**src/rtl/cache_pkg.sv**
```systemverilog
//~~~~~~~~~~~~~~~~~~~~~~~~~~~~~~~~~~~~~~
// widths, types and address helpers shared by the cache RTL
// and the testbench; import with cache_pkg::*
//~~~~~~~~~~~~~~~~~~~~~~~~~~~~~~~~~~~~~~
package cache_pkg;

  localparam int ADDR_W      = 10;
  localparam int OFF_W       = 6;
  localparam int IDX_W       = 2;
  localparam int TAG_W       = ADDR_W - OFF_W - IDX_W;
  localparam int WORD_W      = 64;
  localparam int LINE_W      = 512;
  localparam int SEL_W       = 3;
  // byte offset inside a word is dropped
  localparam int SEL_LSB     = 3;
  localparam int CACHE_LINES = 1 << IDX_W;
  localparam int LINE_ADDR_W = ADDR_W - OFF_W;
  localparam int MEM_LINES   = 16;
  localparam int MEM_LAT     = 3;

  typedef logic [ADDR_W-1:0]               addr_t;
  typedef logic [WORD_W-1:0]               word_t;
  typedef logic [LINE_W-1:0]               line_t;
  typedef logic [TAG_W-1:0]                tag_t;
  typedef logic [IDX_W-1:0]                index_t;
  typedef logic [SEL_W-1:0]                word_sel_t;
  typedef logic [LINE_ADDR_W-1:0]          line_addr_t;
  typedef logic [$clog2(MEM_LAT+1)-1:0]    lat_cnt_t;

  typedef struct packed {
    logic  write;
    addr_t addr;
    word_t wdata;
  } cpu_req_t;

  // read commands carry a line address, writes a word address
  typedef struct packed {
    logic  write;
    addr_t addr;
    word_t wdata;
  } mem_cmd_t;

  typedef enum logic [2:0] {
    IDLE,
    LOOKUP,
    FILL_WAIT,
    WRITE_WAIT,
    RESPOND
  } ctrl_state_t;

  function automatic tag_t addr_tag(addr_t a);
    return a[ADDR_W-1 -: TAG_W];
  endfunction

  function automatic index_t addr_idx(addr_t a);
    return a[OFF_W +: IDX_W];
  endfunction

  function automatic word_sel_t addr_sel(addr_t a);
    return a[SEL_LSB +: SEL_W];
  endfunction

  function automatic line_addr_t addr_line(addr_t a);
    return a[ADDR_W-1:OFF_W];
  endfunction

  // pick one 64-bit lane out of a line
  function automatic word_t get_word(line_t line, word_sel_t sel);
    return line[sel*WORD_W +: WORD_W];
  endfunction

endpackage

```
**src/rtl/cache_store.sv**
```systemverilog
//~~~~~~~~~~~~~~~~~~~~~~~~~~~~~~~~~~~~~~
// direct-mapped tag, valid and data arrays; combinational
// lookup, whole-line fill and single-word update
//~~~~~~~~~~~~~~~~~~~~~~~~~~~~~~~~~~~~~~
`timescale 1ns/1ps

module cache_store import cache_pkg::*; (
  input  logic      clk,
  input  logic      rst,
  input  index_t    lookup_idx,
  output tag_t      lookup_tag,
  output logic      lookup_valid,
  output line_t     lookup_line,
  input  logic      fill_en,
  input  index_t    fill_idx,
  input  tag_t      fill_tag,
  input  line_t     fill_line,
  input  logic      upd_en,
  input  index_t    upd_idx,
  input  word_sel_t upd_sel,
  input  word_t     upd_word
);

  line_t                  lines [CACHE_LINES];
  tag_t                   tags  [CACHE_LINES];
  logic [CACHE_LINES-1:0] valid;

  assign lookup_tag   = tags[lookup_idx];
  assign lookup_valid = valid[lookup_idx];
  assign lookup_line  = lines[lookup_idx];

  always_ff @(posedge clk) begin
    if (rst) begin
      valid <= '0;
    end else if (fill_en) begin
      valid[fill_idx] <= 1'b1;
    end
  end

  // fill and update never happen in the same cycle
  always_ff @(posedge clk) begin
    if (fill_en) begin
      lines[fill_idx] <= fill_line;
      tags[fill_idx]  <= fill_tag;
    end else if (upd_en) begin
      lines[upd_idx][upd_sel*WORD_W +: WORD_W] <= upd_word;
    end
  end

endmodule

```
**config.mk**
```make
export PLATFORM = sky130hd
export DESIGN_NAME = cache_store
export DESIGN_NICKNAME = d
export VERILOG_FILES = /design/src/rtl/cache_pkg.sv /design/src/rtl/cache_store.sv
export SDC_FILE = /design/constraint.sdc
export NUM_CORES = 2
export LEC_CHECK = 0
export BUFFER_PORTS_ARGS = -buffer_cell sky130_fd_sc_hd__buf_2
export CAP_MARGIN = 10
export CORE_ASPECT_RATIO = 1.4
export CORE_MARGIN = 8
export CORE_UTILIZATION = 39
export CTS_CLUSTER_SIZE = 10
export DETAILED_ROUTE_END_ITERATION = 10
export PLACE_DENSITY_LB_ADDON = 0.08
export SKIP_CTS_REPAIR_TIMING = 1
export SYNTH_ARGS = -nofsm -noshare
export SYNTH_HDL_FRONTEND = slang
export SYNTH_SLANG_ARGS = --single-unit
```
**constraint.sdc**
```tcl
create_clock -name clk -period 6.6 [get_ports clk]
set_input_delay 0.99 -clock clk [delete_from_list [all_inputs] [get_ports clk]]
set_output_delay 0.99 -clock clk [all_outputs]
set_load 0.005 [all_outputs]
```
==> results.md <==
* Yosys reg bits at between 2k and 2.5k
* Num rows at 200
* Slew HR at 0.1726
* Height of the die at 562.2 microns
* Worst Skew at 0 ns
* Clock power frac at 0.369
* Crit path kind: in2reg
* DR iter-0 viols at 6,079
* Crit end category: flip-flop
* Dpl cells at 8,266
* Latest clock arrival within the worst-skew pair at 0.83 ns
* Number of global-route vias before repair at 49.93k
* Crit path from: upd_sel[0]
* Post-Syn Instances at approximately 4.6k
* IO Port Bufs at 1,105
* Final Power at 30.30 mW
* Comb pwr share at 0.113
* Total track usage at 0.2869
* Post-synthesis instance area at 0.08309 sq mm
* Sw Share at 0.2427
* WP data required at 7.06 ns
* Area Growth Syn to Fin at 18.86%
* Hold Path Class: in2reg
* Area fraction of the dominant cell type after synthesis at 0.7430
* Min Tclk post-route at 4.801 ns
* Crit path max fanout at 45
* Period utilization at 0.7274
* Total gr overflow at 0
* Peak VDD IR at 0.2445 mV
* Routed wire per std cell at 39.22 microns
* PwrDens at 306.8 mW/mm^2
* Startpoint types: input port
* Post-DP Area at slightly above 0.09 sq mm
* Initial Utilization at 0.3920
* Drt via density at slightly below 6
* Die area at about 0.23 sq mm
* Place WS at roughly 0.87 ns
* H-tree levels at 4
* NetSw at 7.354 mW
* Top FF cell, synth: edfxtp_1
* Synth area leaders: edfxtp_1, mux4_2, nand3_1
* Seq pwr share at 0.518
* Global-route wire length before repair at 446,700 microns
* Final setup violation count at 0
* CORE AREA at 0.2120 sq mm
* Final hold violation count at 0
* Cts bufs inserted at 233
* Status: complete, no violations
* Die X at 406.1 microns
* Min-delay src: fill_tag[0]
* Slew Viols, Final at 0
* Max-capacitance violation count at 0
* 1st-pass router iterations at 5
* CTS root buf: clkbuf_16
* Routed WL at ~340,000 microns
* Synth area leader: edfxtp_1
* Sink Count at slightly above 2k
* Clock transition at path regs at around 0.060 ns
* DRC Markers at 0
* Seq/Total Area, Yosys at 0.7440
* FF-to-FF Start: valid[0]$_SDFFE_PP0P_
* Initial antenna violation count at 169
* Yosys cell types at 37
* Vias at 50.90k
* Avg Cell Area, Syn at 18.10 sq um
* Synth warn at 0
* Fin util at 0.4660
* Int Power at 22.94 mW
* Setup WS post-layout at 1.799 ns
* I/O pin cnt at 1,106
* RSZ-0062 raised after global routing: false
* Clock buffer depth at 4
* Post-synth EDFFs at 2,056
* Layout cells sized above 1 at 0.3573
* DRT antenna net count at 0
* Total Nets Final at around 6.3k
* Post-synth ARST share at 0
* Setup TNS at 0 ns
* WHS at around 0.37 ns
* Largest net degree at the start of global routing at 158
* Crit path DAT at between 5 and 6 ns
* Hpwl dp at 220,900 microns
* Fin cells at 8,640
* Slew @ Worst Pin at 1.241 ns
* Max Clk Rate at 208.3 MHz
* Post-Syn Nets at 5,185
* CTS tree: yes
* RD Place Congestion at just over 0.8
* Lkg Pwr at roughly 33 nW
* Design area at 0.09876 sq mm
-- critical path, stage by stage --
cell      delay (ns)
buf_2           0.28
inv_1           0.15
ha_1            0.23
ha_1            0.40
o22a_1          0.25
o211ai_1        0.54
nand4_1         0.51
buf_4           0.34
a21oi_4         0.74
buf_4           0.75
-- cell type report --
class / count / area, sq um
Timing Repair Buffer: 1231 / 7172
Sequential cell: 2060 / 61820
Multi-Input combinational cell: 2013 / 19390
Clock buffer: 260 / 5974
Antenna cell: 106 / 265.3
Inverter: 134 / 503.0
Tap cell: 2828 / 3538
Fill cell: 18510 / 113200
Clock inverter: 8 / 105.1
-- synthesized netlist by cell type (2+ instances only) --
| cell | n |
|---|---|
| o21ai_0 | 412 |
| edfxtp_1 | 2056 |
| buf_1 | 38 |
| ha_1 | 2 |
| nand2b_1 | 2 |
| a21oi_1 | 36 |
| nand3_1 | 448 |
| nand4b_2 | 2 |
| and3_1 | 3 |
| nand2_1 | 451 |
| mux2i_1 | 64 |
| mux4_2 | 515 |
| clkbuf_1 | 186 |
| inv_1 | 134 |
| a31oi_1 | 4 |
| buf_2 | 98 |
| dfxtp_1 | 4 |
| nor3_1 | 2 |
| buf_4 | 63 |
| o21ai_1 | 39 |
| o211ai_1 | 2 |
| nor2b_1 | 3 |
| nor2_1 | 14 |
-- sequential cells by signal, indices dropped and copies added, names as in the netlist --
name and count:
lines 2048, valid 4, tags 8
-- placed cells by master (no fill, tap or decap), drive strengths merged, types with 3 or more instances in the layout --
cell type	instances
mux4	515
nor2	15
buf	1231
nand3	448
clkinv	5
diode	106
nor2b	3
inv	137
nor3	3
a21oi	36
mux2i	64
edfxtp	2056
nand2	451
and3	3
dfxtp	4
a31oi	4
o21ai	451
clkbuf	260
-- power groups by stage --
stage / Sequential [mW] / Clock, mW / Combinational, mW
after global placement: 15.9 / 0 / 3.45
after global routing: 15.8 / 11.8 / 3.60
after detailed placement: 16.0 / 0 / 3.47
final: 15.7 / 11.2 / 3.42
after CTS: 15.7 / 11.4 / 3.48
after floorplan: 15.9 / 0 / 1.55
-- per-layer routing --
| metal | GRT usage | share of wire |
|---|---|---|
| met3 | 0.1116 | 0.14 |
| met4 | 0.08989 | 0.031 |
| met2 | 0.4366 | 0.46 |
| met5 | 0 | 0.0019 |
| met1 | 0.3810 | 0.38 |
-- worst paths after layout --
check | to | slack [ns] | cells after the start
max | lines[3][358]$_DFFE_PP_ | 1.80 | 10
max reg2reg | valid[0]$_SDFFE_PP0P_ | 6.02 | 2
min | tags[0][0]$_DFFE_PP_ | 0.37 | 1
min reg2reg | valid[3]$_SDFFE_PP0P_ | 0.48 | 2
-- cell families (layout without fill, tap and decap cells) --
| kind of cell | Yosys count | after routing | synth area share |
|---|---|---|---|
| AO/OA/AOI/OAI | 495 | 495 | 0.03013 |
| adder cells (fa/ha/maj) | 2 | 2 | 0.0003011 |
| buffers and inverters | 519 | 1633 | 0.02777 |
| flip-flops | 2060 | 2060 | 0.7440 |
| AND/OR/NAND/NOR | 937 | 937 | 0.05055 |
| other | 0 | 106 | 0 |
| multiplexers | 579 | 579 | 0.1473 |
Power figures use the tool's default switching activity.
